<file path="src/source/imm_decode_cfg.svh">
// Widths and APB register map for the immediate decode peripheral
// The APB data bus is 32 bits, so each 64-bit value spans two registers
`ifndef IMM_DECODE_CFG_SVH
`define IMM_DECODE_CFG_SVH

// ========================================
// Datapath widths
// ========================================
`define IMM_VALUE_W 64
`define IMM_INSN_W 64

// APB bus widths as seen at the top level
`define IMM_APB_ADDR_W 8
`define IMM_APB_DATA_W 32

// ========================================
// APB byte offsets
// ========================================
`define REG_INSN_LO 8'h00
`define REG_INSN_HI 8'h04
`define REG_STATUS 8'h08
`define REG_IMMA_LO 8'h10
`define REG_IMMA_HI 8'h14
`define REG_IMMB_LO 8'h18
`define REG_IMMB_HI 8'h1C
`define REG_IMMC_LO 8'h20
`define REG_IMMC_HI 8'h24
`define REG_COUNT 8'h28

`endif

</file>
<file path="src/source/imm_decode_pkg.sv">
// Opcode encodings and instruction formats for the immediate decoder only
// Every view of the instruction union is exactly one 64-bit word
`include "imm_decode_cfg.svh"

package imm_decode_pkg;

	// ========================================
	// Opcodes and function codes
	// ========================================

	// Major opcode lives in bits 6:0 of every format
	typedef enum logic [6:0] {
		OP_R2    = 7'h02,
		OP_ADDI  = 7'h04,
		OP_ANDI  = 7'h08,
		OP_ORI   = 7'h09,
		OP_FLTI  = 7'h0C,
		OP_BCC   = 7'h28,
		OP_LDO   = 7'h46,
		OP_STO   = 7'h50,
		OP_SHIFT = 7'h58,
		OP_PFXAB = 7'h7C,
		OP_PFXC  = 7'h7D
	} opcode_t;

	// Function code of the register format sits in the top six bits
	typedef enum logic [5:0] {
		FN_ADD     = 6'h04,
		FN_SUB     = 6'h05,
		FN_AND     = 6'h08,
		FN_OR      = 6'h09,
		FN_BYTENDX = 6'h36
	} func_t;

	// ========================================
	// Instruction formats
	// ========================================

	// Same word seen through each encoding the decoder understands
	typedef union packed {
		struct packed {logic [56:0] payload; opcode_t opcode;} any;
		struct packed {
			func_t func; logic [6:0] rs3; logic [6:0] rs2; logic [6:0] rs1;
			logic [22:0] ctrl; logic [6:0] rd; opcode_t opcode;
		} r3;
		struct packed {
			logic [31:0] imm; logic [6:0] rs1; logic [10:0] ctrl;
			logic [6:0] rd; opcode_t opcode;
		} imm32;
		struct packed {
			logic [20:0] disp; logic [6:0] base; logic [6:0] ndx;
			logic [14:0] ctrl; logic [6:0] rd; opcode_t opcode;
		} ls;
		struct packed {
			logic [23:0] disp; logic [6:0] ra; logic [6:0] rb;
			logic [3:0] cnd; logic [14:0] ctrl; opcode_t opcode;
		} br;
		struct packed {
			logic [32:0] rsvd; logic [6:0] rs1; logic i; logic [6:0] amt;
			logic [1:0] ctrl; logic [6:0] rd; opcode_t opcode;
		} shifti;
		struct packed {logic [55:0] imm; logic sw; opcode_t opcode;} pfx;
	} instruction_t;

	// ========================================
	// Decode results
	// ========================================

	// Immediates plus flags telling which operands carry one
	typedef struct packed {
		logic [`IMM_VALUE_W-1:0] imma;
		logic [`IMM_VALUE_W-1:0] immb;
		logic [`IMM_VALUE_W-1:0] immc;
		logic has_imma;
		logic has_immb;
		logic has_immc;
		logic pfxa;
		logic pfxb;
		logic pfxc;
	} decode_result_t;

endpackage

</file>
<file path="src/source/decode_if.sv">
// Link between the register block, the decoder and the merge stage
// insn_valid is a single-cycle strobe and there is no back-pressure
interface decode_if import imm_decode_pkg::*; ();

	// Latched instruction word, stable from one strobe to the next
	instruction_t insn;
	logic insn_valid;

	// Combinational decode of insn
	decode_result_t raw;

	// Registered results after prefix folding
	decode_result_t merged;
	logic merged_valid;
	// Pending prefix flags with c in bit 2 and a in bit 0
	logic [2:0] pending;

	modport regs (
		output insn, insn_valid,
		input merged, merged_valid, pending
	);

	modport decoder (
		input insn,
		output raw
	);

	modport merger (
		input insn_valid, raw,
		output merged, merged_valid, pending
	);

endinterface

</file>
<file path="src/source/apb_decode_regs.sv">
// APB slave with zero wait states, every transfer takes setup plus access
// Writing REG_INSN_HI launches a decode of {INSN_HI, INSN_LO}
`include "imm_decode_cfg.svh"

module apb_decode_regs (
	input logic clk,
	input logic reset,
	input logic psel,
	input logic penable,
	input logic pwrite,
	input logic [`IMM_APB_ADDR_W-1:0] paddr,
	input logic [`IMM_APB_DATA_W-1:0] pwdata,
	output logic [`IMM_APB_DATA_W-1:0] prdata,
	output logic pready,
	output logic pslverr,
	decode_if.regs dif
);

	logic access, mapped, read_only, wr_ok;
	logic [31:0] insn_lo;
	logic [`IMM_VALUE_W-1:0] res_imma, res_immb, res_immc;
	logic [2:0] res_has;
	logic [31:0] count;

	assign access = psel & penable;

	// ========================================
	// Address decode and read mux
	// ========================================
	always_comb
	begin
		mapped = 1'b1;
		read_only = 1'b1;
		prdata = '0;
		case (paddr)
		`REG_INSN_LO:
			begin
				prdata = insn_lo;
				read_only = 1'b0;
			end
		`REG_INSN_HI:
			begin
				prdata = dif.insn[63:32];
				read_only = 1'b0;
			end
		// Has flags of the last result next to the live pending flags
		`REG_STATUS: prdata = {25'd0, dif.pending, 1'b0, res_has};
		`REG_IMMA_LO: prdata = res_imma[31:0];
		`REG_IMMA_HI: prdata = res_imma[`IMM_VALUE_W-1:32];
		`REG_IMMB_LO: prdata = res_immb[31:0];
		`REG_IMMB_HI: prdata = res_immb[`IMM_VALUE_W-1:32];
		`REG_IMMC_LO: prdata = res_immc[31:0];
		`REG_IMMC_HI: prdata = res_immc[`IMM_VALUE_W-1:32];
		`REG_COUNT: prdata = count;
		default: mapped = 1'b0;
		endcase
	end

	assign pready = 1'b1;
	assign pslverr = access & (~mapped | (pwrite & read_only));
	assign wr_ok = access & pwrite & ~pslverr;

	// Instruction words and the decode trigger
	always_ff @(posedge clk)
	begin
		if (reset)
			dif.insn_valid <= 1'b0;
		else
			dif.insn_valid <= wr_ok && paddr == `REG_INSN_HI;
		if (wr_ok && paddr == `REG_INSN_LO)
			insn_lo <= pwdata;
		if (wr_ok && paddr == `REG_INSN_HI)
			dif.insn <= {pwdata, insn_lo};
	end

	// ========================================
	// Result capture
	// ========================================
	always_ff @(posedge clk)
	begin
		if (reset)
		begin
			res_has <= 3'b000;
			count <= 32'd0;
		end
		else if (dif.merged_valid)
		begin
			res_has <= {dif.merged.has_immc, dif.merged.has_immb, dif.merged.has_imma};
			count <= count + 32'd1;
		end
		if (dif.merged_valid)
		begin
			res_imma <= dif.merged.imma;
			res_immb <= dif.merged.immb;
			res_immc <= dif.merged.immc;
		end
	end

	// The master must run a setup phase before every access phase
	assert property (@(posedge clk) disable iff (reset) penable |-> psel);

endmodule

</file>
<file path="src/source/decode_imm.sv">
// Immediate operand decoder for the opcodes in imm_decode_pkg
// Unlisted opcodes decode to zero values with no immediate flags
`include "imm_decode_cfg.svh"

module decode_imm
	import imm_decode_pkg::*;
(
	decode_if.decoder dif
);

	decode_result_t res;
	logic [63:0] flt_dbl;

	// FLTI carries a single precision constant in the upper word
	fp_cvt32_to_64 u_cvt (
		.single(dif.insn.imm32.imm),
		.dbl(flt_dbl)
	);

	// ========================================
	// Opcode decode
	// ========================================
	always_comb
	begin
		res = '0;
		case (dif.insn.any.opcode)
		OP_R2:
			begin
				// Only the byte index function carries an immediate
				if (dif.insn.r3.func == FN_BYTENDX)
				begin
					res.immb = {{(`IMM_VALUE_W-10){dif.insn[38]}}, dif.insn[38:29]};
					res.has_immb = 1'b1;
				end
			end
		OP_ADDI:
			begin
				res.immb = {{(`IMM_VALUE_W-32){dif.insn[63]}}, dif.insn.imm32.imm};
				res.has_immb = 1'b1;
			end
		OP_ANDI:
			begin
				// Upper bits read as ones so the mask keeps them
				res.immb = {{(`IMM_VALUE_W-32){1'b1}}, dif.insn.imm32.imm};
				res.has_immb = 1'b1;
			end
		OP_ORI:
			begin
				res.immb = {{(`IMM_VALUE_W-32){1'b0}}, dif.insn.imm32.imm};
				res.has_immb = 1'b1;
			end
		OP_SHIFT:
			begin
				// The i flag tells a constant shift amount from a register one
				res.immc = {{(`IMM_VALUE_W-7){1'b0}}, dif.insn.shifti.amt};
				res.has_immc = dif.insn.shifti.i;
			end
		OP_LDO, OP_STO:
			begin
				res.immb = {{(`IMM_VALUE_W-21){dif.insn.ls.disp[20]}}, dif.insn.ls.disp};
				res.has_immb = 1'b1;
			end
		OP_BCC:
			begin
				// Branch displacement goes to operand c
				res.immc = {{(`IMM_VALUE_W-24){dif.insn.br.disp[23]}}, dif.insn.br.disp};
				res.has_immc = 1'b1;
			end
		OP_FLTI:
			begin
				res.immb = flt_dbl;
				res.has_immb = 1'b1;
			end
		OP_PFXAB:
			begin
				// The sw bit picks operand b, otherwise operand a
				if (dif.insn.pfx.sw)
				begin
					res.immb = {dif.insn.pfx.imm, 8'h00};
					res.has_immb = 1'b1;
					res.pfxb = 1'b1;
				end
				else
				begin
					res.imma = {dif.insn.pfx.imm, 8'h00};
					res.has_imma = 1'b1;
					res.pfxa = 1'b1;
				end
			end
		OP_PFXC:
			begin
				res.immc = {dif.insn.pfx.imm, 8'h00};
				res.has_immc = 1'b1;
				res.pfxc = 1'b1;
			end
		default:
			begin
				res = '0;
			end
		endcase
	end

	assign dif.raw = res;

endmodule

</file>
<file path="src/source/fp_cvt32_to_64.sv">
// Single to double precision widening, purely combinational
// Denormal inputs are flushed to a zero of the same sign
module fp_cvt32_to_64 (
	input logic [31:0] single,
	output logic [63:0] dbl
);

	logic sgn;
	logic [7:0] exp_s;
	logic [22:0] frac_s;
	logic [10:0] exp_d;

	// Split the single precision fields
	assign sgn = single[31];
	assign exp_s = single[30:23];
	assign frac_s = single[22:0];

	// Move the exponent bias from 127 to 1023
	assign exp_d = {3'b000, exp_s} + 11'd896;

	always_comb
	begin
		if (exp_s == 8'h00)
		begin
			// Zero stays zero, and a denormal drops its fraction too
			dbl = {sgn, 63'd0};
		end
		else if (exp_s == 8'hFF)
		begin
			// Infinity and NaN keep the payload under the all-ones exponent
			dbl = {sgn, 11'h7FF, frac_s, 29'd0};
		end
		else
		begin
			// Normal number with the fraction left aligned in 52 bits
			dbl = {sgn, exp_d, frac_s, 29'd0};
		end
	end

endmodule

</file>
<file path="src/source/imm_decode_top.sv">
// Immediate decode peripheral with an APB slave port
// Results read back three cycles after the access cycle of the INSN_HI write
`include "imm_decode_cfg.svh"

module imm_decode_top (
	input logic clk,
	input logic reset,
	input logic psel,
	input logic penable,
	input logic pwrite,
	input logic [`IMM_APB_ADDR_W-1:0] paddr,
	input logic [`IMM_APB_DATA_W-1:0] pwdata,
	output logic [`IMM_APB_DATA_W-1:0] prdata,
	output logic pready,
	output logic pslverr
);

	// Shared decode bundle between the three stages
	decode_if dif ();

	// Register block latches the instruction and holds results
	apb_decode_regs u_regs (
		.clk(clk),
		.reset(reset),
		.psel(psel),
		.penable(penable),
		.pwrite(pwrite),
		.paddr(paddr),
		.pwdata(pwdata),
		.prdata(prdata),
		.pready(pready),
		.pslverr(pslverr),
		.dif(dif.regs)
	);

	// Combinational immediate decode of the latched word
	decode_imm u_decode (
		.dif(dif.decoder)
	);

	// Prefix folding and result register
	prefix_merge u_merge (
		.clk(clk),
		.reset(reset),
		.dif(dif.merger)
	);

endmodule

</file>
<file path="src/source/prefix_merge.sv">
// Folds pending prefix values into the next non-prefix instruction
// Prefix words raise no merged_valid, and all prefixes drop after one use
`include "imm_decode_cfg.svh"

module prefix_merge
	import imm_decode_pkg::*;
(
	input logic clk,
	input logic reset,
	decode_if.merger dif
);

	logic is_pfx;
	// Upper 56 bits of each pending prefix value
	logic [`IMM_VALUE_W-1:8] pfx_a, pfx_b, pfx_c;
	decode_result_t merged_next;

	assign is_pfx = dif.raw.pfxa | dif.raw.pfxb | dif.raw.pfxc;

	// ========================================
	// Merge of pending prefixes
	// ========================================
	always_comb
	begin
		merged_next = dif.raw;
		// The prefix supplies the upper bits and the instruction the low byte
		if (dif.pending[0] && dif.raw.has_imma)
			merged_next.imma = {pfx_a, dif.raw.imma[7:0]};
		if (dif.pending[1] && dif.raw.has_immb)
			merged_next.immb = {pfx_b, dif.raw.immb[7:0]};
		if (dif.pending[2] && dif.raw.has_immc)
			merged_next.immc = {pfx_c, dif.raw.immc[7:0]};
	end

	// Pending flags and the result strobe
	always_ff @(posedge clk)
	begin
		if (reset)
		begin
			dif.pending <= 3'b000;
			dif.merged_valid <= 1'b0;
		end
		else
		begin
			dif.merged_valid <= dif.insn_valid & ~is_pfx;
			if (dif.insn_valid)
			begin
				if (is_pfx)
					dif.pending <= dif.pending | {dif.raw.pfxc, dif.raw.pfxb, dif.raw.pfxa};
				else
					dif.pending <= 3'b000;
			end
		end
	end

	// Prefix values and merged results
	always_ff @(posedge clk)
	begin
		if (dif.insn_valid && dif.raw.pfxa)
			pfx_a <= dif.raw.imma[`IMM_VALUE_W-1:8];
		if (dif.insn_valid && dif.raw.pfxb)
			pfx_b <= dif.raw.immb[`IMM_VALUE_W-1:8];
		if (dif.insn_valid && dif.raw.pfxc)
			pfx_c <= dif.raw.immc[`IMM_VALUE_W-1:8];
		if (dif.insn_valid && !is_pfx)
			dif.merged <= merged_next;
	end

	// A result appears exactly one cycle after a non-prefix strobe
	assert property (@(posedge clk) disable iff (reset)
		dif.merged_valid |-> $past(dif.insn_valid));

endmodule

</file>
<file path="config.mk">
export PLATFORM = sky130hd
export DESIGN_NAME = imm_decode_top
export DESIGN_NICKNAME = d
export VERILOG_FILES = /design/src/source/imm_decode_pkg.sv /design/src/source/decode_if.sv /design/src/source/apb_decode_regs.sv /design/src/source/decode_imm.sv /design/src/source/fp_cvt32_to_64.sv /design/src/source/imm_decode_top.sv /design/src/source/prefix_merge.sv
export VERILOG_INCLUDE_DIRS = /design/src /design/src/source
export SDC_FILE = /design/constraint.sdc
export NUM_CORES = 1
export LEC_CHECK = 0
export BUFFER_PORTS_ARGS = -buffer_cell sky130_fd_sc_hd__buf_2
export CAP_MARGIN = 5
export CORE_MARGIN = 2
export CORE_UTILIZATION = 60
export DETAILED_ROUTE_END_ITERATION = 8
export PLACE_DENSITY = 0.82
export SLEW_MARGIN = 15
export SYNTH_ARGS = -nofsm -noshare
export SYNTH_HDL_FRONTEND = slang
export SYNTH_HIERARCHICAL = 1
export SYNTH_SLANG_ARGS = --single-unit
</file>
<file path="constraint.sdc">
create_clock -name clk -period 8.95 [get_ports clk]
set_input_delay 1.79 -clock clk [delete_from_list [all_inputs] [get_ports clk]]
set_output_delay 1.79 -clock clk [all_outputs]
set_load 0.03 [all_outputs]
</file>
==> metrics.md <==
| Metric | Value |
|---|---|
| Status | `finished clean` |
| Worst-margin pin slew | `1.23 ns` |
| Final WL | `79.8 mm` |
| Root buffer cell | `clkbuf_16` |
| Critical R2R Capture | `u_merge/pfx_a[43]` |
| Die Height | `225 um` |
| Crit path time final | `6.48 ns` |
| Clock Skews | `0.0210 ns` |
| CP arrival | `4.69 ns` |
| DR vias | `17,700` |
| Sink Count | `691` |
| Total CTS buffers | `66` |
| Crit-path max FO | `29` |
| Core area | `0.0486 sq mm` |
| Static Leak | `0.0120 uW` |
| Crit path launch | `paddr[3]` |
| Initial DRC Count | `3,053` |
| Worst R2R Start | `u_regs/dif.insn[1]` |
| Clock power frac | `0.425` |
| Area Growth Syn to Fin | `9.09%` |
| PwrDens | `195 mW/mm^2` |
| Layout cells sized above 1 | `0.245` |
| Startpoint types | `input pin` |
| Critical path class | `input pin to output port` |
| Final ANT Viol Nets | `0` |
| CP required | `7.16 ns` |
| Clock Path Buffers | `3` |
| Register share of total power | `0.558` |
| Remaining DRCs | `0` |
| Mapped Cells | `1,807` |
| Worst reg-to-reg path cell count | `5` |
| CTS tree | `done` |
| DPL Wire Length | `48.9 mm` |
| Vias per cell | `7.03` |
| Final setup viols | `0` |
| Synth Area per Inst | `16.3 sq um` |
| H-tree levels | `3` |
| Switching part of the total | `0.202` |
| Max-slew headroom | `0.178` |
| Worst-Skew Late Latency | `0.61 ns` |
| Die X | `225 um` |
| Max Cap Viol | `0` |
| Setup TNS | `0 ns` |
| Yosys warnings | `6` |
| Total grt overflow | `0` |
| NetSw | `1260 uW` |
| Final nets | `1,895` |
| Row count | `81` |
| Total track usage | `0.315` |
| Post-route clock period utilization | `0.724` |
| Int Pwr | `4980 uW` |
| Hold-fix buffers at CTS | `0` |
| Endpoints failing hold | `0` |
| Unrepaired setup endpoints after global routing | `false` |
| Max-slew violation count | `0` |
| Hold Crit Class | `register to register` |
| VDD IR max | `0.186 mV` |
| Vias in the first global route | `17,300` |
| Mapped Area | `0.0294 sq mm` |
| Port bufs | `77` |
| First-pass GRT wire length | `115 mm` |
| Initial core utilization | `0.604` |
| IO Count | `79` |
| CP Capture Type | `output port` |
| Max Clock Freq | `154 MHz` |
| Area of the die | `0.0508 sq mm` |
| Initial antenna violation count | `0` |
| Routability cong. | `0.927` |
| Post-CTS resize count | `0` |
| TritonRoute pass-1 iters | `8` |
| Hold Path Depth | `0` |
| Pin count of the biggest net entering global routing | `78` |
| Setup repair bufs after CTS | `0` |
| Critical path destination | `prdata[2]` |
| Reg2reg setup slack | `4.46 ns` |
| Final Hold Slack | `0.412 ns` |
| DR WL/cell | `31.6 um` |
| Clock-pin slew on the worst setup and hold paths | `0.06 ns` |
| Comb pwr share | `0.017` |
registers in the layout (all words and copies together), names as in the netlist:
name and count:
u_merge/dif.merged 195, u_merge/dif.merged_valid 1, u_merge/dif.pending 3, u_merge/pfx_a 56, u_merge/pfx_b 56, u_merge/pfx_c 56
u_regs/count 32, u_regs/dif.insn 64, u_regs/dif.insn_valid 1, u_regs/insn_lo 32, u_regs/res_has 3, u_regs/res_imma 64
u_regs/res_immb 64, u_regs/res_immc 64
cell usage in the layout, fill, tap and decap left out, types with 40 or more instances in the layout:
cell	instances
a21o_1	40
clkbuf_16	68
mux2_4	120
a22oi_1	84
buf_2	76
and2_1	63
mux2_2	63
nand2_1	83
a22o_1	44
edfxtp_1	651
layer usage:
layer | up-vias | GRT usage | part of all wire | routed length [um]
met2 | 1507 | 0.466 | 0.44 | 35300
met5 | - | 0 | 0 | 0
li1 | 7150 | - | - | -
met1 | 8811 | 0.424 | 0.36 | 28700
met3 | 279 | 0.101 | 0.15 | 11700
met4 | 0 | 0.154 | 0.051 | 4070
per-stage QoR:
stage | cell area, sq um | worst slack, ns | cells | power (uW) | util
final | 32100 | 2.47 | 2524 | 6240 | 0.659
after global placement | 30000 | 2.63 | 2403 | 3650 | 0.618
after detailed placement | 30000 | 2.62 | 2403 | 3650 | 0.618
after global routing | 32100 | 2.38 | 2523 | 6390 | 0.659
after CTS | 32100 | 2.60 | 2523 | 6260 | 0.659
after floorplan | 29500 | 0.904 | 1842 | 3620 | -
power groups by stage:
stage	Clock [uW]	Sequential (uW)	Combinational [uW]
after CTS	2670	3490	99.5
after global routing	2790	3480	107
after detailed placement	0	3550	99.1
after floorplan	0	3550	68.2
final	2650	3490	105
after global placement	0	3550	98.8
worst max-delay path: stages:
cell	delay [ns]
buf_2	0.47
buf_4	0.52
nor2b_2	0.67
buf_4	0.40
nand2_1	0.18
o22ai_1	0.26
a211o_1	0.15
buf_2	0.20
final cells by class:
type                    count  area [sq um]
multi-input cells         970          8230
diodes                      1          2.50
well taps                 622           778
fillers                  3163         16600
clock buffers              82          1750
inverters                   7          26.3
repair buffers            113           658
flip-flops and latches    691         20400
clock inverters            38           277
worst min-delay path by stage:
stage | slack (ns) | start | to
final | 0.41 | u_merge/dif.merged[133] | u_regs/res_immb[63]
after global routing | 0.42 | u_merge/dif.merged[41] | u_regs/res_immc[35]
after CTS | 0.41 | u_merge/dif.merged[18] | u_regs/res_immc[12]
after detailed placement | 0.40 | u_merge/dif.merged[178] | u_regs/res_imma[44]
after global placement | 0.40 | u_merge/dif.merged[42] | u_regs/res_immc[36]
after floorplan | 0.40 | u_merge/dif.merged[134] | u_regs/res_imma[0]
(Power assumes the default switching activity.)
